File: src/source/exec_ifs.sv


// start is a single-cycle pulse, done a level that holds until the next start
interface mult_if;
	logic start;
	logic [31:0] acc0;
	logic [31:0] in0;
	logic [31:0] in1;
	logic done;
	logic [31:0] result;

	modport stage (
		output start, acc0, in0, in1,
		input done, result
	);

	modport mult (
		input start, acc0, in0, in1,
		output done, result
	);
endinterface

File: src/source/iter_multiplier.sv
`timescale 1ns/100ps

module iter_multiplier #(
	parameter int MULT_RADIX_BITS = 2 // multiplier bits retired each cycle, 1, 2 or 4
) (
	input logic clk,
	input logic rst_b,
	mult_if.mult mul
);

	logic busy;
	logic [31:0] bitfield; // multiplier bits not yet retired
	logic [31:0] multiplicand;
	logic [31:0] acc;
	logic [31:0] pp_sum;

	// partial products of the low bits still waiting in bitfield
	always_comb begin
		pp_sum = 32'd0;
		for (int i = 0; i < MULT_RADIX_BITS; i++) begin
			if (bitfield[i])
				pp_sum = pp_sum + (multiplicand << i);
		end
	end

	// the run ends one cycle after the last set multiplier bit is consumed
	always_ff @(posedge clk or negedge rst_b) begin
		if (!rst_b) begin
			busy <= 1'b0;
			mul.done <= 1'b0;
		end else if (mul.start) begin
			busy <= 1'b1;
			mul.done <= 1'b0;
		end else if (busy && bitfield == 32'd0) begin
			busy <= 1'b0;
			mul.done <= 1'b1;
		end
	end

	always_ff @(posedge clk) begin
		if (mul.start) begin
			bitfield <= mul.in0;
			multiplicand <= mul.in1;
			acc <= mul.acc0;
		end else if (busy) begin
			bitfield <= bitfield >> MULT_RADIX_BITS;
			multiplicand <= multiplicand << MULT_RADIX_BITS; // product wraps to the low word
			acc <= acc + pp_sum;
		end
	end

	assign mul.result = acc; // frozen once busy drops

	// a second start must wait for the stage to see done
	assert property (@(posedge clk) disable iff (!rst_b) (busy && !mul.done) |-> !mul.start);

endmodule

File: src/flat_wrapper.sv
// flat-port wrapper written by rule: the top's interface ports become plain ports
module iter_multiplier_flat 
#(
	parameter int MULT_RADIX_BITS = 2                                                 
)
  (clk, rst_b, mul_start, mul_acc0, mul_in0, mul_in1, mul_done, mul_result);
  mult_if mul_i ();
  input logic clk;
  input logic rst_b;
  input wire logic [$bits(mul_i.start)-1:0] mul_start;
  input wire logic [$bits(mul_i.acc0)-1:0] mul_acc0;
  input wire logic [$bits(mul_i.in0)-1:0] mul_in0;
  input wire logic [$bits(mul_i.in1)-1:0] mul_in1;
  output wire logic [$bits(mul_i.done)-1:0] mul_done;
  output wire logic [$bits(mul_i.result)-1:0] mul_result;
  assign mul_i.start = mul_start;
  assign mul_i.acc0 = mul_acc0;
  assign mul_i.in0 = mul_in0;
  assign mul_i.in1 = mul_in1;
  assign mul_done = mul_i.done;
  assign mul_result = mul_i.result;
  iter_multiplier #(.MULT_RADIX_BITS(MULT_RADIX_BITS)) u_core (.clk(clk), .rst_b(rst_b), .mul(mul_i));
endmodule
File: config.mk
export PLATFORM = sky130hd
export DESIGN_NAME = iter_multiplier_flat
export DESIGN_NICKNAME = d
export VERILOG_FILES = /design/src/source/exec_ifs.sv /design/src/source/iter_multiplier.sv /design/src/flat_wrapper.sv
export SDC_FILE = /design/constraint.sdc
export NUM_CORES = 1
export LEC_CHECK = 0
export ABC_AREA = 0
export ABC_CLOCK_PERIOD_IN_PS = 5500
export BUFFER_PORTS_ARGS = -buffer_cell sky130_fd_sc_hd__buf_2
export CORE_ASPECT_RATIO = 1.25
export CORE_MARGIN = 2
export CORE_UTILIZATION = 45
export CTS_CLUSTER_SIZE = 16
export DETAILED_ROUTE_END_ITERATION = 10
export HOLD_SLACK_MARGIN = 0.08
export PLACE_DENSITY = 0.74
export SLEW_MARGIN = 20
export SYNTH_ARGS = -nofsm -noshare
export SYNTH_HDL_FRONTEND = slang
export SYNTH_SLANG_ARGS = --single-unit
File: constraint.sdc
create_clock -name clk -period 5.5 [get_ports clk]
set_input_delay 0.275 -clock clk [delete_from_list [all_inputs] [get_ports clk]]
set_output_delay 0.275 -clock clk [all_outputs]
set_load 0.05 [all_outputs]
== Word level (Yosys, flattened, before mapping) ==
Index checks and enable logic that the tools add are counted.
Storage, ports and cells
  input bits: 99
  bits in registers: 98
  output and inout port bits: 33
Operators by class
  reductions and logical operators: 4
  $add $sub $neg: 2
  muxes and demuxes: 12
Operators with widths (count)
  32-bit 2-to-1 mux: 8
  32-bit adder: 2
  32-bit zero test: 1
  1-bit 2-to-1 mux: 4
  2-bit nonzero test: 2
  1-bit logical AND: 1

== Depth between registers and ports, before layout ==
Gate-level depths: netlist of run 1.
  depth in word-level cells: 6
  depth in mapped cells: 28

== Least setup slack after synthesis of run 1 ==
No wires, ideal clock.
  kind: reg-to-reg
  start: register u_core.bitfield[0]
  end: register u_core.acc[26] (netlist: u_core.mul.result[26]), data pin
  clock period less this slack: 5760 ps
  arrival: 5494 ps
  slack: -260 ps
  library setup time: 266 ps
  stages on the path, launching flop included: 29
  cells stage by stage: edfxtp_1 buf_4 buf_2 buf_2 buf_2 clkbuf_1 nand2_1 fa_1 nand4b_1 a21boi_0 a311o_1 and2_1 and3_1 o21ai_0 nor2_1 o221a_1 o21ai_0 a32o_1 ha_1 a21o_1 a21o_1 a221oi_1 o31ai_1 a21oi_1 o211a_1 nand3b_1 a31oi_1 xor2_1 o21ai_0
Between the ends
  word-level cells in the longest chain between the ends: 6
RTL lines
  from (decl): line iter_multiplier.sv:12  | logic [31:0] bitfield;
  from (signal assigned): line iter_multiplier.sv:42  | bitfield <= mul.in0;
  from (signal assigned): line iter_multiplier.sv:46  | bitfield <= bitfield >> MULT_RADIX_BITS;
  32-bit 2-to-1 mux *: line iter_multiplier.sv:21  | if (bitfield[i])
  32-bit adder: line iter_multiplier.sv:22  | pp_sum = pp_sum + (multiplicand << i);
  32-bit 2-to-1 mux *: line iter_multiplier.sv:21
  32-bit adder *: line iter_multiplier.sv:48  | acc <= acc + pp_sum;
  32-bit 2-to-1 mux *: line iter_multiplier.sv:45  | end else if (busy) begin
  32-bit 2-to-1 mux *: line iter_multiplier.sv:41  | if (mul.start) begin
  to (signal assigned): line iter_multiplier.sv:44  | acc <= mul.acc0;
  to (signal assigned): line iter_multiplier.sv:48
  to (decl): line iter_multiplier.sv:14  | logic [31:0] acc;
Mark *: on every way between the ends. The rest lies on a longest branch, timed or not. The select of a mux whose other input is x is not followed.
A chain may end at the register's enable or synchronous reset.

== Worst setup path in the final report of run 1 ==
  start: register u_core.bitfield[0]
  end: register u_core.acc[31] (netlist: u_core.mul.result[31]), data pin
The elaborated chain is that of the path after synthesis.

==> results.md, run 1 <==
* FF-to-FF Start: u_core.bitfield[0]
* Clock-pin slew on the worst setup and hold paths at 80 ps
* YS warnings at 0
* Post-synthesis cell area at roughly 8200 µm²
* Die width at 125 µm
* Max_cap viols at 0
* Worst Hold End: u_core.mul.result[2]
* Clock Skew at roughly 8.8 ps
* Routed WL at about 21000 µm
* Setup WS post-layout at 246 ps
* Reg2reg setup slack at between 200 and 250 ps
* Synth cell count leaders: 100 x nand2_1, 96 x edfxtp_1, 86 x o21ai_0, 67 x a21oi_1, 64 x mux2_2
* Post-Synthesis Cells at roughly 900
* Clock Tree Root: clkbuf_16
* Worst hold slack at 189 ps
* Top FF cell, synth: edfxtp_1
* Initial core utilization at a little under half
* Wirelength per Cell at between 15 and 20 µm
* Crit Path Max Fanout at 5
* Cells after DPL at around 1200
* Die Area at 19400 µm²
* Max H-tree Level at 3
* Vias in the first global route at around 6700
* Filler Cells Inserted at 1659
* Arrival time of the worst setup path at roughly 5300 ps
* Post-Syn Area per Cell at about 9.4 µm²
* Final Hold Fails at 0
* Lkg Pwr at 4.07 nW
* Hold depth at 3
* Post-synth EDFFs at 96
* Final setup viols at 0
* Drt first pass iters at 5
* DR vias at 7060
* Worst path required time at around 5600 ps
* Worst vdd ir at between 0.15 and 0.2 mV
* Cell accounting for the most synthesized area: edfxtp_1
* Sequential area share after synthesis at 35.7%
* Inserted Clock Buffers at 9
* Yosys reg bits at between 90 and 100
* Final ANT Viol Nets at 0
* P&R area growth vs syn at 15.8%
* Layout Cells excl Fill at about 1200
* Clock Sinks at 98
* Unique masters post-synth at 86
* Later-pin clock latency in the skew report at between 300 and 400 ps
* First-pass GRT wire length at 33400 µm
* Die height at about 160 µm
* Hold Path Origin: mul_acc0[2]
* Fin nets at 1146
* Cells on worst reg2reg path at 23
* Gr ovfl total at 0
* Leading cell type by number of instances after synthesis: nand2_1
* Vias per cell at around 5.8
* Global Route Usage Sum at around a fifth
* Synth area leaders: edfxtp_1 35%, mux2_2 8.8%, ha_1 7.9%
* Slew Viols, Final at 0
* GPL Wtd Cong at 0.986
* Residual DRC at 0
* Worst r2r dst: u_core.mul.result[31]
* Startpoint type of the worst setup path: flop
* Part of the cycle the worst path needs at a little over nine tenths
* Syn nets at between 1000 and 1500
* Antenna cells at 0
* Clock Tree Buf Depth at 2
* DRT iter0 DRCs at ~470
* Max_slew headroom at a little over a third
* Fraction of layout cells with a size suffix above 1 at 27.9%
* HPWL Detailed at ~16000 µm
* Antenna violations before repair at 1
* Cell area after layout at between 9000 and 10000 µm²
* Area after DPL at just over 9000 µm²
* I/O pin count at roughly 130
* Share of the synthesized area in the top cell type at between 30% and 40%
* Worst Hold Class: in -> reg
* Least-Margin Pin Slew at between 900 and 1000 ps
* Setup crit end kind: flop
* Placeable Area at approximately 18000 µm²
* CTS tree: done
* Pwr/cell area at around 440 nW/µm²
* Worst slack, placed at roughly 40 ps
* Min cycle time layout at 5250 ps
* Rows at 55
* Ys async rst share at 2.04%
* Buffers added on ports at 131
* Fmax achieved at 190 MHz
* WS Path Type: reg -> reg
* Status: completed
* Pin count of the biggest net entering global routing at between 70 and 80
[what timing repair did]
item,CTS,global route
resized for setup,1,22
setup buffers,0,6
hold buffers,1,0
endpoints found under the setup margin,1,10
pin swaps,0,14
endpoints found under the hold margin,2,0
[layout make-up]
class / count / area, µm² / area share [%]
Clock buffer: 9 / 225 / 2.37
Clock inverter: 7 / 52.6 / 0.552
Tap cell: 228 / 285 / 3.00
Multi-Input combinational cell: 708 / 5090 / 53.4
Timing Repair Buffer: 156 / 860 / 9.03
Inverter: 20 / 76.3 / 0.802
Sequential cell: 98 / 2930 / 30.8
[metrics by stage]
stage	setup TNS, ps	utilization [%]	power [mW]
6_report	0	52.8	4.23
5_1_grt	-296	52.8	4.50
4_1_cts	0	52.1	4.14
3_5_place_dp	0	50.5	3.51
3_3_place_gp	0	50.5	3.47
2_1_floorplan	0	-	2.97
[kinds of logic after synthesis]
logic type | Yosys count | share of synthesized area, %
DFF | 98 | 35.7
muxes | 66 | 9.01
and+or+nand+nor | 256 | 15.5
adders and majority gates | 55 | 8.52
buffers and inverters | 70 | 3.50
AOI/OAI and AO/OA | 271 | 21.4
xor gates and xnor gates | 60 | 6.39
[power by group]
group | internal (mW) | total, mW | leakage [nW] | switching (mW)
clock | 0.312 | 0.625 | 0.137 | 0.313
sequential | 1.04 | 1.18 | 1.06 | 0.150
combinational | 0.929 | 2.42 | 2.87 | 1.49
total | 2.28 | 4.23 | 4.07 | 1.95
[routing by layer]
layer / global-route usage, % / vias to the layer above / wire [µm]
met5: 0 / - / 0
met4: 6.61 / 0 / 341
met2: 34.9 / 209 / 10200
met3: 4.75 / 25 / 1280
met1: 27.5 / 3323 / 9180
li1: - / 3503 / -
[sequential cells by signal (all words and copies together) (netlist names)]
register	cells
u_core.bitfield	32
u_core.mul.result	32
u_core.multiplicand	32
u_core.busy	1
u_core.mul.done	1
[cell usage in the layout, fill, tap and decap left out, types with 9 or more instances in the layout]
master / synthesis / final
buf_2: 11 / 130
nand2_1: 100 / 99
edfxtp_1: 96 / 96
o21ai_0: 86 / 85
mux2_2: 64 / 64
a21oi_1: 67 / 64
ha_1: 52 / 50
nor2_1: 39 / 39
xor2_1: 33 / 33
a21o_1: 29 / 29
xnor2_1: 27 / 27
and2_1: 26 / 25
buf_4: 1 / 23
and3_1: 17 / 17
inv_1: 17 / 15
nand3_1: 9 / 9
nand2b_1: 9 / 9
clkbuf_16: 0 / 9
[critical path, cell delays in order, from the launching register on]
cell and delay (ps):
edfxtp_1 410, inv_2 60, nor2_1 110, ha_1 190, inv_1 70, fa_2 380
nand4b_1 210, a21boi_2 200, a311oi_2 70, o21ai_1 350, nand4_1 190, and3_1 220
xnor2_1 120, mux2_2 300, ha_1 330, and2_1 190, and3_1 240, a221oi_2 300
a21oi_2 110, o41ai_2 340, o21ai_1 130, xnor2_1 200, and3_1 200, o31ai_2 60
[worst max path at each step]
stage / start / to / slack (ps) / cells after the start
detailed placement: u_core.multiplicand[1] / u_core.mul.result[26] / 40 / 26
global placement: u_core.multiplicand[1] / u_core.mul.result[26] / 230 / 26
finish: u_core.bitfield[0] / u_core.mul.result[31] / 250 / 23
CTS: u_core.multiplicand[1] / u_core.mul.result[26] / 8 / 26
floorplan: u_core.bitfield[0] / u_core.mul.result[31] / 10 / 28
global route: u_core.bitfield[0] / u_core.mul.result[28] / -80 / 25
No activity file was read; power rests on OpenSTA's default activity.
==> run 2: changes to the inputs <==
ABC_AREA = 1   (was 0)
==> run 2 against run 1 <==
Against the previous run: sequential power down 8%; area after synthesis rose by 2.4%; critical path depth decreased by 1; highest routed layer unchanged.
==> results.md, run 2 <==
* GPL Wtd Cong at ~1.0
* First-pass GRT wire length at 39600 µm
* Post-CTS Setup Inserts at 0
* Die width at around 130 µm
* Cell accounting for the most synthesized area: edfxtp_1
* Min cycle time layout at 4630 ps
* CTS tree: done
* Fmax achieved at between 200 and 250 MHz
* Highest-count cells in the layout ignoring fill and taps: 384 x nand2_1, 140 x inv_1, 130 x buf_2
* Later-pin clock latency in the skew report at approximately 360 ps
* DRT iter0 DRCs at between 600 and 700
* Max H-tree Level at 3
* Synth cell count leaders: 385 x nand2_1, 141 x inv_1, 102 x o21ai_0, 96 x edfxtp_1, 90 x nor2_1
* Lkg Pwr at 4.84 nW
* Pwr Total at about 3.5 mW
* Pin count of the biggest net entering global routing at 91
* Unique masters post-synth at 45
* Setup crit end kind: flop
* Drt first pass iters at 5
* Syn nets at 1362
* Most common cell after layout, fill and taps aside: nand2_1
* I/O pin count at between 100 and 150
* Least-Margin Pin Slew at approximately 1000 ps
* Slew Viols, Final at 0
* Residual DRC at 0
* Final Hold Fails at 0
* Pwr/cell area at roughly 370 nW/µm²
* Final setup viols at 0
* Delay-heaviest family, CP: compound AO/OA/AOI/OAI gates
* Fin nets at between 1000 and 1500
* Max_cap viols at 0
* YS warnings at 0
* Leading cell type by number of instances after synthesis: nand2_1
* Post-Syn Area per Cell at about 7 µm²
* Clock-pin slew on the worst setup and hold paths at approximately 80 ps
* Worst stage delay on the critical path at 430 ps
* Share of the synthesized area in the top cell type at 34.2%
* Wirelength per Cell at about 16 µm
* Part of the cycle the worst path needs at 84.2%
* Die Area at roughly 20000 µm²
* Buf/Inv on CP at 4
* Global Route Usage Sum at between 20% and 30%
* Routed WL at roughly 24000 µm
* Crit-path cells: buf_4 > nand2_1 > inv_1 > ha_1 > a21oi_1 > nor2_1 > nor2_1 > inv_1 > a21oi_1 > nand3_1 > or2_2 > nand3_1 > o21ai_0 > ha_1 > nand2_1 > nor3_1 > inv_1 > o21ai_0 > a221oi_1 > a21oi_1 > nor2_1 > a21oi_1
* Crit Path Max Fanout at 43
* Startpoint type of the worst setup path: flop
* Yosys reg bits at between 90 and 100
* Placeable Area at ~18000 µm²
* RSZ-0062 raised after global routing: false
* DR vias at 8368
* Clock Tree Buf Depth at 2
* Worst path required time at around 5700 ps
* Sequential area share after synthesis at between 30% and 40%
* Worst Hold Class: in -> reg
* Top FF cell, synth: edfxtp_1
* Clock Skew at between 10 and 15 ps
* Arrival time of the worst setup path at between 4000 and 5000 ps
* TNS Setup at 0 ps
* Status: completed
* Post-synth EDFFs at 96
* CP most frequent cell: a21oi_1
* WS Path Type: reg -> reg
* Worst vdd ir at approximately 0.26 mV
* Synth area leaders: edfxtp_1 34%, nand2_1 17%, ha_1 7.7%
* CP max stage cell: buf_4
* Vias per cell at 5.37
* Post-Synthesis Cells at between 1000 and 1500
* Ys async rst share at under 10%
* HPWL Detailed at between 15000 and 20000 µm
* Clock Tree Root: clkbuf_16
* Rows at between 50 and 60
* Max_slew headroom at approximately 30%
* Buffers added on ports at 131
* Final core occ at 52.6%
* Final ANT Viol Nets at 0
* Antenna violations before repair at 1
* Initial core utilization at roughly 46%
* Post-synthesis cell area at about 8400 µm²
* Gr ovfl total at 0
* Fraction of layout cells with a size suffix above 1 at between 10% and 20%
* Clock Sinks at between 90 and 100
* Inserted Clock Buffers at 9
* Die height at approximately 160 µm
* P&R area growth vs syn at 13.8%
* Vias in the first global route at 8141
* Filler Cells Inserted at between 1500 and 2000
run 2: cell types whose count changed in the layout (fill, tap and decap cells not counted), sizes merged, moves of 19 or more:
cell,change
inv,+125
mux2,-64
a21o,-24
nand2,+299
o21ai,+25
nand3,+67
xnor2,-22
nor2,+56
buf,-19
and2,-26
run 2: final timing paths:
kind                                     from                    end  slack [ps]  cells past startpoint
setup / recovery           u_core.bitfield[0]  u_core.mul.result[30]         870                     22
hold / removal                    mul_in0[30]    u_core.bitfield[30]         170                      3
setup reg to reg           u_core.bitfield[0]  u_core.mul.result[30]         870                     22
hold reg to reg               u_core.mul.done        u_core.mul.done         500                      2
max in group asynchronous               rst_b        u_core.mul.done        5160                      2
min in group asynchronous               rst_b            u_core.busy         250                      2
run 2: kinds of logic (layout without fill, tap and decap cells):
kind of cell	Yosys count	after routing	synth area share (%)
AO/OA/AOI/OAI	241	241	15.7
adder cells (fa/ha/maj)	54	54	8.20
AND/OR/NAND/NOR	620	620	31.0
other	0	1	0
buffers and inverters	175	296	8.08
flip-flops	98	98	34.8
XOR/XNOR	21	21	2.18
run 2: timing repair:
item / CTS / global route
endpoints found under the hold margin: 2 / 0
gates resized for setup: 0 / 0
hold buffers: 1 / 0
run 2: final cells by class:
| class | count | area (µm²) | area share [%] |
|---|---|---|---|
| inverters | 143 | 537 | 5.60 |
| well taps | 228 | 285 | 2.98 |
| clock inverters | 7 | 81.3 | 0.848 |
| diodes | 1 | 2.50 | 0.0261 |
| multi-input cells | 936 | 4820 | 50.3 |
| clock buffers | 9 | 225 | 2.35 |
| repair buffers | 137 | 706 | 7.36 |
| flip-flops and latches | 98 | 2930 | 30.6 |
run 2: power breakdown:
group / leakage [nW] / internal (mW) / switching, mW
logic: 3.61 / 0.547 / 1.23
registers: 1.08 / 0.978 / 0.105
clock network: 0.150 / 0.325 / 0.334
run 2: worst register-to-register path, stage by stage (launching register included):
cell      delay, ps
edfxtp_1        410
buf_4           430
nand2_1         140
inv_1            80
ha_1            270
a21oi_1         240
nor2_1           70
nor2_1           90
inv_1            60
a21oi_1         200
nand3_1         160
or2_2           300
nand3_1          70
o21ai_0         230
ha_1            390
nand2_1         110
nor3_1          290
inv_1           110
o21ai_0         300
a221oi_1        170
a21oi_1         160
nor2_1           60
a21oi_1         150
run 2: metrics by stage:
| stage | setup WS [ps] | cells | area (µm²) | hold WS [ps] |
|---|---|---|---|---|
| floorplan | 1340 | 1209 | 8420 | -20.6 |
| global placement | 998 | 1541 | 9270 | 59.4 |
| detailed placement | 921 | 1541 | 9270 | 61.8 |
| CTS | 890 | 1558 | 9590 | 155 |
| global route | 462 | 1559 | 9590 | 168 |
| finish | 870 | 1559 | 9590 | 169 |
run 2: routing by layer:
layer	GRT usage (%)	vias up	part of all wire, %
li1	-	4265	-
met2	40.9	247	46
met1	33.9	3799	46
met4	10.5	0	3.6
met3	3.09	57	4.6
met5	0	-	0
==> run 3: changes to the inputs <==
ABC_AREA = 0   (was 1)
ABC_CLOCK_PERIOD_IN_PS = 4500   (was 5500)
PLACE_DENSITY = 0.72   (was 0.74)
clock period = 4.5 ns   (was 5.5 ns; I/O delays follow)
==> run 3 against run 2 <==
Against the previous run: the run now ends with setup timing left; cell count down 13%; clock power up 17%; setup slack worse by 1300 ps; final area up 12%; utilization up 6.8 points; hold slack worse by 31 ps; sequential share of layout area down 3.2 points; clock skew down 0.58 ps; largest cell class unchanged; global-route usage down 2.4 points; sequential power up 32%; flip-flop and latch count unchanged.
==> results.md, run 3 (synthesis gave the netlist of run 1 again) <==
* Status: complete, but fails checks
* Failing checks: setup timing
* Arrival time of the worst setup path at slightly above 5000 ps
* Global Route Usage Sum at a little under a quarter
* Worst path required time at between 4000 and 5000 ps
* Fraction of layout cells with a size suffix above 1 at about two fifths
* Max_cap viols at 0
* Min cycle time layout at approximately 5000 ps
* Drt first pass iters at 4
* Crit Path Max Fanout at 4
* WS Path Type: reg -> reg
* FF-to-FF Start: u_core.bitfield[0]
* Final Hold Fails at 0
* Setup crit end kind: flop
* Vias per cell at 5.60
* Final core occ at roughly three fifths
* Pwr/cell area at 555 nW/µm²
* Initial core utilization at a little under half
* Worst slack, placed at -486 ps
* DRT iter0 DRCs at 418
* CP max stage cell: edfxtp_1
* Later-pin clock latency in the skew report at 360 ps
* HPWL Detailed at 16500 µm
* Clock-pin slew on the worst setup and hold paths at about 80 ps
* Least-Margin Pin Slew at approximately 740 ps
* Wirelength per Cell at between 15 and 20 µm
* Final ANT Viol Nets at 0
* Fin nets at about 1300
* Worst hold slack at roughly 140 ps
* Pwr Total at 5.94 mW
* Cell area after layout at 10700 µm²
* Gr ovfl total at 0
* Slew Viols, Final at 0
* Die height at between 150 and 200 µm
* Cells on worst reg2reg path at 25
* Rows at between 50 and 60
* Final setup viols at 14
* TNS Setup at -4060 ps
* Buffers added on ports at approximately 130
* Area after DPL at a little over 10000 µm²
* Clock Tree Root: clkbuf_16
* Placeable Area at around 18000 µm²
* Part of the cycle the worst path needs at 111%
* Worst Hold Class: in -> reg
* Most common cell after layout, fill and taps aside: buf_4
* Cells after DPL at 1323
* Layout Cells excl Fill at roughly 1400
* Pin count of the biggest net entering global routing at 55
* Max_slew headroom at between 50% and 60%
* First-pass GRT wire length at roughly 36000 µm
* Residual DRC at 0
* Clock Skew at just under 10 ps
* Lkg Pwr at between 4 and 5 nW
* Die width at approximately 120 µm
* Hold depth at 3
* Max H-tree Level at 3
* Highest-count cells in the layout ignoring fill and taps: 147 x buf_4, 130 x buf_2, 98 x nand2_1
* Die Area at ~19000 µm²
* Worst vdd ir at 0.268 mV
* Setup WS post-layout at -475 ps
* Antenna cells at 0
* DR vias at 7581
* Worst stage delay on the critical path at around 430 ps
* Fmax achieved at between 200 and 250 MHz
* RSZ-0062 raised after global routing: true
* Routed WL at 22300 µm
* Hold Path Origin: mul_acc0[21]
* Antenna violations before repair at 0
* CTS tree: done
* Clock Tree Buf Depth at 2
* I/O pin count at between 100 and 150
* Clock Sinks at 98
* Launch point of the worst path: u_core.bitfield[0]
* P&R area growth vs syn at 30.1%
* Inserted Clock Buffers at 9
* GPL Wtd Cong at slightly below 0.9
* Vias in the first global route at around 7400
* Startpoint type of the worst setup path: flop
[run 3: path summary, 6_finish.rpt]
path | end | slack, ps
min in group asynchronous | u_core.busy | 190
min reg2reg | u_core.mul.done | 500
max in group asynchronous | u_core.mul.done | 4210
max | u_core.mul.result[31] | -480
min | u_core.mul.result[21] | 140
max reg2reg | u_core.mul.result[31] | -480
[run 3: layout make-up]
class	instances	area [µm²]
repair buffers	283	1830
clock inverters	4	33.8
inverters	20	76.3
clock buffers	12	246
flip-flops and latches	98	2930
well taps	228	285
fillers	1537	7330
multi-input cells	708	5300
[run 3: critical path, delay by kind of cell (launching register included)]
kind,cells,cell delay (ps)
AO/OA/AOI/OAI,12,2210
adder cells (fa/ha/maj),3,590
buffers and inverters,4,470
flip-flops,1,430
AND/OR/NAND/NOR,3,400
multiplexers,1,300
XOR/XNOR,2,280
[run 3: what timing repair did]
action                     4_1_cts  5_1_grt
cloned                           0        0
setup endpoints to repair       15       20
setup buffers                    9        6
hold endpoints to repair         2        0
hold buffers                     1        0
gates resized for setup         19       32
pin swaps                       28       33
[run 3: report_power, final]
group	internal, mW	switching, mW	total (mW)
Clock	0.397	0.372	0.769
Combinational	1.67	2.06	3.73
Sequential	1.26	0.170	1.43
Total	3.34	2.60	5.94
[run 3: per-layer routing]
metal	share of wire [%]	GRT usage (%)	routed length, µm	up-vias
li1	-	-	-	3756
met1	44	30.2	9810	3559
met2	48	37.5	10700	231
met3	6.0	4.47	1330	35
met4	2.2	7.30	492	0
met5	0	0	0	-
