<file path="src/source/arm_isa_pkg.sv">
package arm_isa_pkg;

	// psr flag positions
	localparam int CPSR_N = 31;
	localparam int CPSR_Z = 30;
	localparam int CPSR_C = 29;
	localparam int CPSR_V = 28;

	localparam logic [4:0] MODE_USR = 5'b10000;

	// class patterns as value and care mask, tried in this order by the decoder
	localparam logic [31:0] DEC_MULT_VAL = 32'h0000_0090;
	localparam logic [31:0] DEC_MULT_MASK = 32'h0FC0_00F0;
	localparam logic [31:0] DEC_MRS_VAL = 32'h010F_0000;
	localparam logic [31:0] DEC_MRS_MASK = 32'h0FBF_0FFF;
	localparam logic [31:0] DEC_MSR_VAL = 32'h0129_F000;
	localparam logic [31:0] DEC_MSR_MASK = 32'h0FBF_FFF0;
	localparam logic [31:0] DEC_MSR_FLAGS_VAL = 32'h0128_F000; // register or immediate source
	localparam logic [31:0] DEC_MSR_FLAGS_MASK = 32'h0DBF_F000;
	localparam logic [31:0] DEC_SWP_VAL = 32'h0100_0090;
	localparam logic [31:0] DEC_SWP_MASK = 32'h0FB0_0FF0;
	localparam logic [31:0] DEC_BX_VAL = 32'h012F_FF10; // bit 5 selects the link form
	localparam logic [31:0] DEC_BX_MASK = 32'h0FFF_FFD0;
	localparam logic [31:0] DEC_HDATA_REG_VAL = 32'h0000_0090;
	localparam logic [31:0] DEC_HDATA_REG_MASK = 32'h0E40_0F90;
	localparam logic [31:0] DEC_HDATA_IMM_VAL = 32'h0040_0090;
	localparam logic [31:0] DEC_HDATA_IMM_MASK = 32'h0E40_0090;
	localparam logic [31:0] DEC_ALU_VAL = 32'h0000_0000;
	localparam logic [31:0] DEC_ALU_MASK = 32'h0C00_0000;
	localparam logic [31:0] DEC_LDRSTR_VAL = 32'h0400_0000;
	localparam logic [31:0] DEC_LDRSTR_MASK = 32'h0C00_0000;
	localparam logic [31:0] DEC_LDMSTM_VAL = 32'h0800_0000;
	localparam logic [31:0] DEC_LDMSTM_MASK = 32'h0E00_0000;
	localparam logic [31:0] DEC_BRANCH_VAL = 32'h0A00_0000;
	localparam logic [31:0] DEC_BRANCH_MASK = 32'h0E00_0000;

	// data-processing opcodes, bits 24:21 of the word
	localparam logic [3:0] ALU_AND = 4'h0;
	localparam logic [3:0] ALU_EOR = 4'h1;
	localparam logic [3:0] ALU_SUB = 4'h2;
	localparam logic [3:0] ALU_RSB = 4'h3;
	localparam logic [3:0] ALU_ADD = 4'h4;
	localparam logic [3:0] ALU_ADC = 4'h5;
	localparam logic [3:0] ALU_SBC = 4'h6;
	localparam logic [3:0] ALU_RSC = 4'h7;
	localparam logic [3:0] ALU_TST = 4'h8;
	localparam logic [3:0] ALU_TEQ = 4'h9;
	localparam logic [3:0] ALU_CMP = 4'hA;
	localparam logic [3:0] ALU_CMN = 4'hB;
	localparam logic [3:0] ALU_ORR = 4'hC;
	localparam logic [3:0] ALU_MOV = 4'hD;
	localparam logic [3:0] ALU_BIC = 4'hE;
	localparam logic [3:0] ALU_MVN = 4'hF;

	// the multiply destination lands in the rn slot of the dp view
	typedef union packed {
		struct packed {
			logic [3:0] cond;
			logic [1:0] cls;
			logic imm;
			logic [3:0] opcode;
			logic s;
			logic [3:0] rn;
			logic [3:0] rd;
			logic [11:0] operand2;
		} dp;
		struct packed {
			logic [3:0] cond;
			logic [5:0] zero;
			logic a;
			logic s;
			logic [3:0] rd;
			logic [3:0] rn;
			logic [3:0] rs;
			logic [3:0] marker; // always 4'b1001
			logic [3:0] rm;
		} mul;
	} instr_word_u;

	function automatic logic insn_match(input logic [31:0] word, input logic [31:0] value,
			input logic [31:0] mask);
		return (word & mask) == value;
	endfunction

endpackage

</file>
<file path="src/source/exec_pipe_pkg.sv">
package exec_pipe_pkg;

	// register numbers with a fixed role in the stage
	localparam logic [3:0] LINK_REG = 4'd14;
	localparam logic [3:0] PC_REG = 4'd15; // an S op writing here restores spsr

	// the pc seen in execute runs two words ahead of the instruction
	localparam logic [31:0] PC_LINK_OFFSET = 32'd4; // return address saved by BL and BLX
	localparam logic [31:0] PC_BRANCH_OFFSET = 32'd8;

endpackage

</file>
<file path="src/source/exec_ifs.sv">
`timescale 1ns/100ps

// combinational path from the stage to the data-processing unit
interface alu_if;
	logic [31:0] in0;
	logic [31:0] in1;
	logic [31:0] cpsr;
	logic [3:0] op;
	logic setflags;
	logic shifter_carry;
	logic [31:0] result;
	logic [31:0] cpsr_out;
	logic setres; // low for the compare and test opcodes

	modport stage (
		output in0, in1, cpsr, op, setflags, shifter_carry,
		input result, cpsr_out, setres
	);

	modport alu (
		input in0, in1, cpsr, op, setflags, shifter_carry,
		output result, cpsr_out, setres
	);
endinterface

// start is a single-cycle pulse, done a level that holds until the next start
interface mult_if;
	logic start;
	logic [31:0] acc0;
	logic [31:0] in0;
	logic [31:0] in1;
	logic done;
	logic [31:0] result;

	modport stage (
		output start, acc0, in0, in1,
		input done, result
	);

	modport mult (
		input start, acc0, in0, in1,
		output done, result
	);
endinterface

</file>
<file path="src/source/execute_stage.sv">
`timescale 1ns/100ps

module execute_stage import arm_isa_pkg::*, exec_pipe_pkg::*; (
	input logic clk,
	input logic rst_b,
	input logic stall_2a,
	input logic flush_2a,
	input logic bubble_2a,
	input logic carry_2a,
	input logic [31:0] pc_2a,
	input logic [31:0] insn_2a,
	input logic [31:0] cpsr_2a,
	input logic [31:0] spsr_2a,
	input logic [31:0] op0_2a,
	input logic [31:0] op1_2a,
	input logic [31:0] op2_2a,
	alu_if.stage alu,
	mult_if.stage mul,
	output logic outstall_2a,
	output logic bubble_3a,
	output logic [31:0] cpsr_3a,
	output logic [31:0] spsr_3a,
	output logic cpsrup_3a,
	output logic write_reg_3a,
	output logic [3:0] write_num_3a,
	output logic [31:0] write_data_3a,
	output logic jmp_2a,
	output logic [31:0] jmppc_2a,
	output logic [31:0] pc_3a,
	output logic [31:0] insn_3a,
	output logic [31:0] op0_3a,
	output logic [31:0] op1_3a,
	output logic [31:0] op2_3a
);

	instr_word_u insn;
	logic is_mult;
	logic is_mrs;
	logic is_msr;
	logic is_bx;
	logic is_alu;
	logic is_branch;
	logic psr_sel; // Ps bit, set selects spsr
	logic msr_flags_only;
	logic outstall_3a; // stall seen on the previous cycle
	logic delayed_flush_2a;
	logic raw_write;
	logic raw_cpsrup;
	logic next_bubble_3a;
	logic [31:0] next_cpsr_3a;
	logic [31:0] next_spsr_3a;
	logic [3:0] next_write_num_3a;
	logic [31:0] next_write_data_3a;

	assign insn = insn_2a;
	assign psr_sel = insn_2a[22];
	assign msr_flags_only = (cpsr_2a[4:0] == MODE_USR) || !insn_2a[16];

	// multiply has to win over ALU since its pattern is a corner of the ALU space
	always_comb begin
		is_mult = 1'b0;
		is_mrs = 1'b0;
		is_msr = 1'b0;
		is_bx = 1'b0;
		is_alu = 1'b0;
		is_branch = 1'b0;
		if (insn_match(insn_2a, DEC_MULT_VAL, DEC_MULT_MASK))
			is_mult = 1'b1;
		else if (insn_match(insn_2a, DEC_MRS_VAL, DEC_MRS_MASK))
			is_mrs = 1'b1;
		else if (insn_match(insn_2a, DEC_MSR_VAL, DEC_MSR_MASK) ||
				insn_match(insn_2a, DEC_MSR_FLAGS_VAL, DEC_MSR_FLAGS_MASK))
			is_msr = 1'b1;
		else if (insn_match(insn_2a, DEC_SWP_VAL, DEC_SWP_MASK)) begin
		end
		else if (insn_match(insn_2a, DEC_BX_VAL, DEC_BX_MASK))
			is_bx = 1'b1;
		else if (insn_match(insn_2a, DEC_HDATA_REG_VAL, DEC_HDATA_REG_MASK) ||
				insn_match(insn_2a, DEC_HDATA_IMM_VAL, DEC_HDATA_IMM_MASK)) begin
		end
		else if (insn_match(insn_2a, DEC_ALU_VAL, DEC_ALU_MASK))
			is_alu = 1'b1;
		else if (insn_match(insn_2a, DEC_LDRSTR_VAL, DEC_LDRSTR_MASK) ||
				insn_match(insn_2a, DEC_LDMSTM_VAL, DEC_LDMSTM_MASK)) begin
		end
		else if (insn_match(insn_2a, DEC_BRANCH_VAL, DEC_BRANCH_MASK))
			is_branch = 1'b1;
	end

	assign alu.in0 = op0_2a;
	assign alu.in1 = op1_2a;
	assign alu.cpsr = cpsr_2a;
	assign alu.op = insn.dp.opcode;
	assign alu.setflags = insn.dp.s;
	assign alu.shifter_carry = carry_2a;

	// a new multiply starts only on its first cycle in 2a
	assign mul.start = is_mult && !bubble_2a && !outstall_3a;
	assign mul.acc0 = insn.mul.a ? op2_2a : 32'd0;
	assign mul.in0 = op0_2a; // rm
	assign mul.in1 = op1_2a; // rs

	assign outstall_2a = stall_2a || (is_mult && !bubble_2a && (!outstall_3a || !mul.done));

	always_comb begin
		next_cpsr_3a = cpsr_2a;
		next_spsr_3a = spsr_2a;
		raw_cpsrup = 1'b0;
		raw_write = 1'b0;
		next_write_num_3a = 4'd0;
		next_write_data_3a = 32'd0;
		if (is_mult) begin
			raw_write = 1'b1;
			next_write_num_3a = insn.mul.rd;
			next_write_data_3a = mul.result;
			if (insn.mul.s) begin
				raw_cpsrup = 1'b1;
				next_cpsr_3a[CPSR_N] = mul.result[31];
				next_cpsr_3a[CPSR_Z] = (mul.result == 32'd0);
				next_cpsr_3a[CPSR_C] = 1'b0; // V is kept
			end
		end else if (is_mrs) begin
			raw_write = 1'b1;
			next_write_num_3a = insn.dp.rd;
			next_write_data_3a = psr_sel ? spsr_2a : cpsr_2a;
		end else if (is_msr) begin
			raw_cpsrup = 1'b1;
			if (msr_flags_only && psr_sel)
				next_spsr_3a[CPSR_N:CPSR_C] = op0_2a[CPSR_N:CPSR_C];
			else if (msr_flags_only)
				next_cpsr_3a[CPSR_N:CPSR_C] = op0_2a[CPSR_N:CPSR_C];
			else if (psr_sel)
				next_spsr_3a = op0_2a;
			else
				next_cpsr_3a = op0_2a;
		end else if (is_alu) begin
			raw_write = alu.setres;
			next_write_num_3a = insn.dp.rd;
			next_write_data_3a = alu.result;
			if (insn.dp.s) begin
				raw_cpsrup = 1'b1;
				next_cpsr_3a = (insn.dp.rd == PC_REG) ? spsr_2a : alu.cpsr_out; // exception return
			end
		end else if ((is_bx && insn_2a[5]) || (is_branch && insn_2a[24])) begin
			raw_write = 1'b1;
			next_write_num_3a = LINK_REG;
			next_write_data_3a = pc_2a + PC_LINK_OFFSET;
		end
	end

	// an unfinished multiply keeps sending bubbles while it stalls the stage
	assign next_bubble_3a = bubble_2a || flush_2a || delayed_flush_2a ||
		(is_mult && (!mul.done || !outstall_3a));

	// jumps yield to anything that would hold or kill this instruction
	assign jmp_2a = (is_bx || is_branch) && !bubble_2a && !flush_2a &&
		!delayed_flush_2a && !outstall_2a;
	assign jmppc_2a = !jmp_2a ? 32'd0 :
		is_bx ? op0_2a : pc_2a + op0_2a + PC_BRANCH_OFFSET;

	always_ff @(posedge clk or negedge rst_b) begin
		if (!rst_b) begin
			outstall_3a <= 1'b0;
			delayed_flush_2a <= 1'b0;
		end else begin
			outstall_3a <= outstall_2a;
			if (flush_2a && outstall_2a)
				delayed_flush_2a <= 1'b1; // apply it once the stall is over
			else if (!outstall_2a)
				delayed_flush_2a <= 1'b0;
		end
	end

	always_ff @(posedge clk or negedge rst_b) begin
		if (!rst_b) begin
			bubble_3a <= 1'b1;
			cpsr_3a <= 32'd0;
			spsr_3a <= 32'd0;
			cpsrup_3a <= 1'b0;
			write_reg_3a <= 1'b0;
			write_num_3a <= 4'd0;
			write_data_3a <= 32'd0;
			pc_3a <= 32'd0;
			insn_3a <= 32'd0;
			op0_3a <= 32'd0;
			op1_3a <= 32'd0;
			op2_3a <= 32'd0;
		end else if (!stall_2a) begin
			bubble_3a <= next_bubble_3a;
			cpsr_3a <= next_cpsr_3a;
			spsr_3a <= next_spsr_3a;
			cpsrup_3a <= raw_cpsrup && !next_bubble_3a;
			write_reg_3a <= raw_write && !next_bubble_3a;
			write_num_3a <= next_write_num_3a;
			write_data_3a <= next_write_data_3a;
			pc_3a <= pc_2a;
			insn_3a <= insn_2a;
			op0_3a <= op0_2a;
			op1_3a <= op1_2a;
			op2_3a <= op2_2a;
		end
	end

	assert property (@(posedge clk) disable iff (!rst_b) jmp_2a |-> !bubble_2a);
	assert property (@(posedge clk) disable iff (!rst_b) write_reg_3a |-> !bubble_3a);

endmodule

</file>
<file path="src/flat_wrapper.sv">
// flat-port wrapper written by rule: the top's interface ports become plain ports
module execute_stage_flat import arm_isa_pkg::*, exec_pipe_pkg::*;
  (clk, rst_b, stall_2a, flush_2a, bubble_2a, carry_2a, pc_2a, insn_2a, cpsr_2a, spsr_2a, op0_2a, op1_2a, op2_2a, outstall_2a, bubble_3a, cpsr_3a, spsr_3a, cpsrup_3a, write_reg_3a, write_num_3a, write_data_3a, jmp_2a, jmppc_2a, pc_3a, insn_3a, op0_3a, op1_3a, op2_3a, alu_in0, alu_in1, alu_cpsr, alu_op, alu_setflags, alu_shifter_carry, alu_result, alu_cpsr_out, alu_setres, mul_start, mul_acc0, mul_in0, mul_in1, mul_done, mul_result);
  alu_if alu_i ();
  mult_if mul_i ();
  input logic clk;
  input logic rst_b;
  input logic stall_2a;
  input logic flush_2a;
  input logic bubble_2a;
  input logic carry_2a;
  input logic [31:0] pc_2a;
  input logic [31:0] insn_2a;
  input logic [31:0] cpsr_2a;
  input logic [31:0] spsr_2a;
  input logic [31:0] op0_2a;
  input logic [31:0] op1_2a;
  input logic [31:0] op2_2a;
  output logic outstall_2a;
  output logic bubble_3a;
  output logic [31:0] cpsr_3a;
  output logic [31:0] spsr_3a;
  output logic cpsrup_3a;
  output logic write_reg_3a;
  output logic [3:0] write_num_3a;
  output logic [31:0] write_data_3a;
  output logic jmp_2a;
  output logic [31:0] jmppc_2a;
  output logic [31:0] pc_3a;
  output logic [31:0] insn_3a;
  output logic [31:0] op0_3a;
  output logic [31:0] op1_3a;
  output logic [31:0] op2_3a;
  output wire logic [$bits(alu_i.in0)-1:0] alu_in0;
  output wire logic [$bits(alu_i.in1)-1:0] alu_in1;
  output wire logic [$bits(alu_i.cpsr)-1:0] alu_cpsr;
  output wire logic [$bits(alu_i.op)-1:0] alu_op;
  output wire logic [$bits(alu_i.setflags)-1:0] alu_setflags;
  output wire logic [$bits(alu_i.shifter_carry)-1:0] alu_shifter_carry;
  input wire logic [$bits(alu_i.result)-1:0] alu_result;
  input wire logic [$bits(alu_i.cpsr_out)-1:0] alu_cpsr_out;
  input wire logic [$bits(alu_i.setres)-1:0] alu_setres;
  output wire logic [$bits(mul_i.start)-1:0] mul_start;
  output wire logic [$bits(mul_i.acc0)-1:0] mul_acc0;
  output wire logic [$bits(mul_i.in0)-1:0] mul_in0;
  output wire logic [$bits(mul_i.in1)-1:0] mul_in1;
  input wire logic [$bits(mul_i.done)-1:0] mul_done;
  input wire logic [$bits(mul_i.result)-1:0] mul_result;
  assign alu_in0 = alu_i.in0;
  assign alu_in1 = alu_i.in1;
  assign alu_cpsr = alu_i.cpsr;
  assign alu_op = alu_i.op;
  assign alu_setflags = alu_i.setflags;
  assign alu_shifter_carry = alu_i.shifter_carry;
  assign alu_i.result = alu_result;
  assign alu_i.cpsr_out = alu_cpsr_out;
  assign alu_i.setres = alu_setres;
  assign mul_start = mul_i.start;
  assign mul_acc0 = mul_i.acc0;
  assign mul_in0 = mul_i.in0;
  assign mul_in1 = mul_i.in1;
  assign mul_i.done = mul_done;
  assign mul_i.result = mul_result;
  execute_stage u_core (.clk(clk), .rst_b(rst_b), .stall_2a(stall_2a), .flush_2a(flush_2a), .bubble_2a(bubble_2a), .carry_2a(carry_2a), .pc_2a(pc_2a), .insn_2a(insn_2a), .cpsr_2a(cpsr_2a), .spsr_2a(spsr_2a), .op0_2a(op0_2a), .op1_2a(op1_2a), .op2_2a(op2_2a), .alu(alu_i), .mul(mul_i), .outstall_2a(outstall_2a), .bubble_3a(bubble_3a), .cpsr_3a(cpsr_3a), .spsr_3a(spsr_3a), .cpsrup_3a(cpsrup_3a), .write_reg_3a(write_reg_3a), .write_num_3a(write_num_3a), .write_data_3a(write_data_3a), .jmp_2a(jmp_2a), .jmppc_2a(jmppc_2a), .pc_3a(pc_3a), .insn_3a(insn_3a), .op0_3a(op0_3a), .op1_3a(op1_3a), .op2_3a(op2_3a));
endmodule
</file>
<file path="config.mk">
export PLATFORM = sky130hd
export DESIGN_NAME = execute_stage_flat
export DESIGN_NICKNAME = d
export VERILOG_FILES = /design/src/source/arm_isa_pkg.sv /design/src/source/exec_pipe_pkg.sv /design/src/source/exec_ifs.sv /design/src/source/execute_stage.sv /design/src/flat_wrapper.sv
export SDC_FILE = /design/constraint.sdc
export NUM_CORES = 1
export LEC_CHECK = 0
export BUFFER_PORTS_ARGS = -buffer_cell sky130_fd_sc_hd__buf_2
export CAP_MARGIN = 30
export CORE_AREA = 2 2 322 324
export CTS_BUF_LIST = sky130_fd_sc_hd__clkbuf_16
export DETAILED_ROUTE_END_ITERATION = 7
export DIE_AREA = 0 0 324 326
export HOLD_SLACK_MARGIN = 0.03
export PLACE_DENSITY_LB_ADDON = 0.08
export SETUP_SLACK_MARGIN = 0.15
export SLEW_MARGIN = 25
export SYNTH_ARGS = -nofsm -noshare
export SYNTH_HDL_FRONTEND = slang
export SYNTH_SLANG_ARGS = --single-unit
export TNS_END_PERCENT = 10
</file>
<file path="constraint.sdc">
create_clock -name clk -period 4.45 [get_ports clk]
set_input_delay 0.6675 -clock clk [delete_from_list [all_inputs] [get_ports clk]]
set_output_delay 0.6675 -clock clk [all_outputs]
set_load 0.05 [all_outputs]
</file>
Word level (Yosys, flattened, before mapping)

Cells that the tools add are included.

Flip-flop bits (word level): 265
Output and inout bits: 496
Word-level logic and storage cells: 138

Add/sub/neg operators: 3
Equality and inequality tests: 14
Multiplexer cells: 72
Reduce and logical (&&, ||, !) cells: 35

Operator list:

| kind                  | count |
|---|---|
| $mux 32               | 21 |
| $mux 29               | 3 |
| $eq 23x20->1 const B  | 3 |
| $logic_not 32->1      | 2 |
| $mux 1                | 39 |
| $add 32x3->32 const B | 1 |
| $add 32x32->32        | 1 |
| $add 32x4->32 const B | 1 |
| $mux 4                | 5 |
| $eq 15x12->1 const B  | 1 |
| $eq 14x12->1 const B  | 1 |
| $logic_and 1x1->1     | 14 |
| $mux 3                | 4 |
| $logic_or 1x1->1      | 11 |
| $eq 10x2->1 const B   | 1 |
| $eq 10x4->1 const B   | 1 |
| $logic_not 1->1       | 8 |
| $eq 3x3->1 const B    | 2 |
| $eq 6x3->1 const B    | 1 |
| $eq 5x5->1 const B    | 1 |
| $eq 4x4->1 const B    | 1 |
| $eq 2x1->1 const B    | 1 |
| $ne 2x2->1 const B    | 1 |

Longest topological paths before layout

Depth in word-level cells: 18
Depth in mapped cells: 14

Worst setup path before layout

Ideal clock, no wire load.

Kind: input -> output
From: in pc_2a[7]
To: out jmppc_2a[30]
Arrival: 4.092 ns
Setup slack: -0.310 ns
Cell stages on the path: 11
Path buffers: 0
Cells stage by stage: ha_1 -> ha_1 -> a2111oi_0 -> a211oi_1 -> a221o_1 -> a211oi_1 -> o21ai_1 -> a21o_1 -> a31oi_1 -> xor2_1 -> a211oi_1

Word-level cells in the longest chain between the ends: 4

Ends and longest elaborated chain:

| what               | RTL line             | text |
|---|---|---|
| start: declaration | flat_wrapper.sv:12   | `input logic [31:0] pc_2a;` |
| $add 32x32->32     | execute_stage.sv:159 | `is_bx ? op0_2a : pc_2a + op0_2a + PC_BRANCH_OFFSET;` |
| $add 32x4->32      | execute_stage.sv:159 |  |
| $mux 32            | execute_stage.sv:159 |  |
| $mux 32            | execute_stage.sv:158 | `assign jmppc_2a = !jmp_2a ? 32'd0 :` |
| end: declaration   | flat_wrapper.sv:28   | `output logic [31:0] jmppc_2a;` |

Every way passes these cells.

Final worst setup path

From: in op0_2a[1]
To: out jmppc_2a[19]

Word-level cells in the longest chain between the ends: 4

Ends and longest elaborated chain:

| what               | RTL line             | text |
|---|---|---|
| start: declaration | flat_wrapper.sv:16   | `input logic [31:0] op0_2a;` |
| $add 32x32->32     | execute_stage.sv:159 |  |
| $add 32x4->32      | execute_stage.sv:159 |  |
| $mux 32            | execute_stage.sv:159 |  |
| $mux 32            | execute_stage.sv:158 |  |

Every way passes these cells.

==> out/metrics.cfg <==
[status]
status = finished clean

[flow_run]
maxCapViolCount = 0

[sta]
rsz0062_at_grt = yes
max_freq_ghz = 0.232
slew_headroom_pct = 34.6
setup-violations-final = 0
hold_viol_final = 0
finalSetupTns_ps = 0
skew_ps = 5.11
holdWs_ps = 92.7
period_share_pct = 96.8
drv_slew = 0
fin_ws_ps = 144
fin_crit_ps = 4310
max_slew.worst_pin.slew_ps = 971

[routing]
vias = 16000
routed_wl_um = 98000
detail_route.first_pass.iterations = 5
ant_nets = 0
drt-wirelength-per-cell_um = 25.6
drt_iter0_markers = 737
drcViolationCount = 0
viasPerCell = 4.17

[floorplan]
die_w_um = 324
initial_core_util_pct = 16.0
io_pins = 824
rows = 118
die_area_um2 = 106000
coreArea_um2 = 103000
die_y_um = 326

[setup_path]
r2r-end = u_core.cpsrup_3a
reg2regPathDepth = 5
path_max_fanout = 2
r2r_slack_ps = 3110
r2r-start = u_core.outstall_3a
startpoint_type = input pin
arrival_ps = 3640
crit_type = in -> out
endpoint_kind = output pin
worst_ep_required_time_ps = 3780

[clock_network]
numClockSinks = 265
cts_tree = built
root_buffer = clkbuf_16
cts.path.max_buffers = 3
cts.clk_slew.worst_paths_ps = 50
htreeDepth = 2
cts-buffers-inserted = 40
clock_latency_ps = 590

[global_route]
grt_max_degree = 125
grt_pass1_vias = 16600
antenna_found_initial = 23
grt_usage_pct = 17.9
gr-total-overflow = 0
grt_pass1_wl_um = 132000

[yosys]
synth_nets = 2073
yosys.area_share.simple_pct = 11.5
synth_compound_area_share_pct = 13.4
synth_cell_type_count = 61
yosys_warnings = 0
syn_area_per_cell_um2 = 9.77
netlist_instances = 1682
synth_seq_area_share_pct = 40.4
synth_fa_ha_area_share_pct = 4.84
synth_edf_count = 0
ys.flop_type = dfrtp_1
ys_seq_elements = 265
synthXorXnorAreaFrac_pct = 2.72
muxShareOfSynthArea_pct = 16.2
synth_top_family_by_area = multiplexers
netlist_area_um2 = 16400
async_flop_share_pct = 100

[placed_design]
dp_hpwl_um = 77000
portBuffers = 821
postPlaceCellArea_um2 = 22100
gp_congestion = 0.775
dp_cells = 3751
dp_worst_setup_slack_ps = -424

[min_path]
hold_path.class = in -> async

[final_layout]
nets = 2815
finish.instance_area_um2 = 23600
syn_to_final_growth_pct = 43.7
drive_above_1_share_pct = 50.5
stdcell_count = 3833

[power]
p_per_area_nw_per_um2 = 372
leakagePower_uw = 0.0112
ir_drop_uv = 244

[worst max-delay path by stage]
stage	from	end	slack, ps	cells after the start
after global placement	pc_2a[1]	jmppc_2a[19]	-460	17
after CTS	op0_2a[4]	jmppc_2a[13]	70	19
after global routing	op0_2a[3]	jmppc_2a[31]	10	19
after detailed placement	pc_2a[1]	jmppc_2a[19]	-420	17
final	op0_2a[1]	jmppc_2a[19]	140	17
after floorplan	pc_2a[1]	jmppc_2a[19]	-240	13
[stage by stage]
stage,util (%),total power (uW)
after floorplan,-,4790
after global placement,21.6,5830
after detailed placement,21.6,5830
after CTS,22.9,8970
after global routing,23.0,9230
final,23.0,8790
[worst max-delay path, cell delays in order]
cell and delay (ps):
buf_2 120, ha_4 270, ha_4 140, inv_2 40
fa_2 350, nand2b_4 160, a21oi_4 140, buf_6 130
o21ai_4 80, nand2_2 90, a311oi_2 110, o21ai_2 190
a21oi_2 80, or4b_2 600, a31oi_1 180, buf_4 150
buf_12 130
[layout make-up]
type                       instances  area [um2]
fill                           11300       79000
multi-input combinational       1111        8280
sequential                       265        6630
timing repair buffer             959        5630
tap                             1380        1730
clock buffer                      41        1030
inverter                          47         176
clock inverter                    25         136
antenna                            5        12.5
[report_power, final]
part           leakage [uW]  internal [uW]  switching, uW
Sequential          0.00316           2650            114
Combinational       0.00745            858           2190
Clock              0.000600           1700           1280
[layout by cell type (no fill, tap or decap), types with 14 or more instances in the layout]
cell type and n:
a221oi_1 14, o21ai_1 43, nand3_1 40, o221ai_1 37, mux2i_1 72, buf_12 30
dfrtp_1 264, o21ai_0 47, a21oi_1 92, inv_1 53, a21o_1 17, nand2_1 198
clkbuf_16 42, buf_2 793, nor2_1 54, a211oi_1 27, ha_1 53, buf_4 131
mux2_2 173, and2_1 36, xnor2_1 38
[Yosys cell counts (4+ instances only)]
master / count / area, um2
o21a_1: 4 / 30.0
xnor2_1: 38 / 333
o21ai_0: 49 / 245
nor2_1: 57 / 214
a31oi_1: 5 / 31.3
nand2_1: 202 / 758
nor3_1: 7 / 35.0
or3_1: 5 / 31.3
ha_1: 62 / 776
o21bai_1: 5 / 37.5
nand4_1: 11 / 68.8
nand2b_1: 6 / 37.5
and2_1: 38 / 238
o21ai_1: 46 / 230
o221ai_1: 37 / 324
and3_1: 10 / 62.6
a21oi_1: 103 / 515
mux2i_1: 72 / 721
xor2_1: 13 / 114
a221o_1: 14 / 140
buf_4: 167 / 1250
mux2_2: 173 / 1950
nor4_1: 13 / 81.3
dfrtp_1: 264 / 6610
clkbuf_1: 77 / 289
buf_1: 10 / 37.5
a21o_1: 17 / 128
inv_1: 47 / 176
a211oi_1: 31 / 233
nand3_1: 40 / 200
a221oi_1: 14 / 123
[flip-flops by register name, indices dropped and copies added, names as in the netlist]
name,cells
u_core.bubble_3a,1
u_core.cpsr_3a,32
u_core.cpsrup_3a,1
u_core.delayed_flush_2a,1
u_core.insn_3a,32
u_core.op0_3a,32
u_core.op1_3a,32
u_core.op2_3a,32
u_core.outstall_3a,1
u_core.pc_3a,32
u_core.spsr_3a,32
u_core.write_data_3a,32
u_core.write_num_3a,4
u_core.write_reg_3a,1
[routing by layer]
layer  up-vias  global-route usage, %  routed length (um)
met2       611                   31.6               49100
met5         -                      0                 119
li1       7298                      -                   -
met1      7932                   21.3               40300
met4        20                   4.51                2050
met3       108                   4.58                6510
[logic make-up after synthesis]
family          count (synthesis)
compound gates                344
xor+xnor                       51
fa+ha+maj                      63
buf+inv                       306
flops                         265
mux                           245
simple gates                  408
[timing repair]
item / in CTS / in global routing
buffers inserted: 8 / 3
endpoints found under the setup margin: 18 / 15
hold endpoints to repair: 0 / 0
resized for setup: 30 / 21
cloned: 0 / 0
hold buffers: 0 / 0
pin swaps: 15 / 17
No activity file was read; power rests on OpenSTA's default activity.
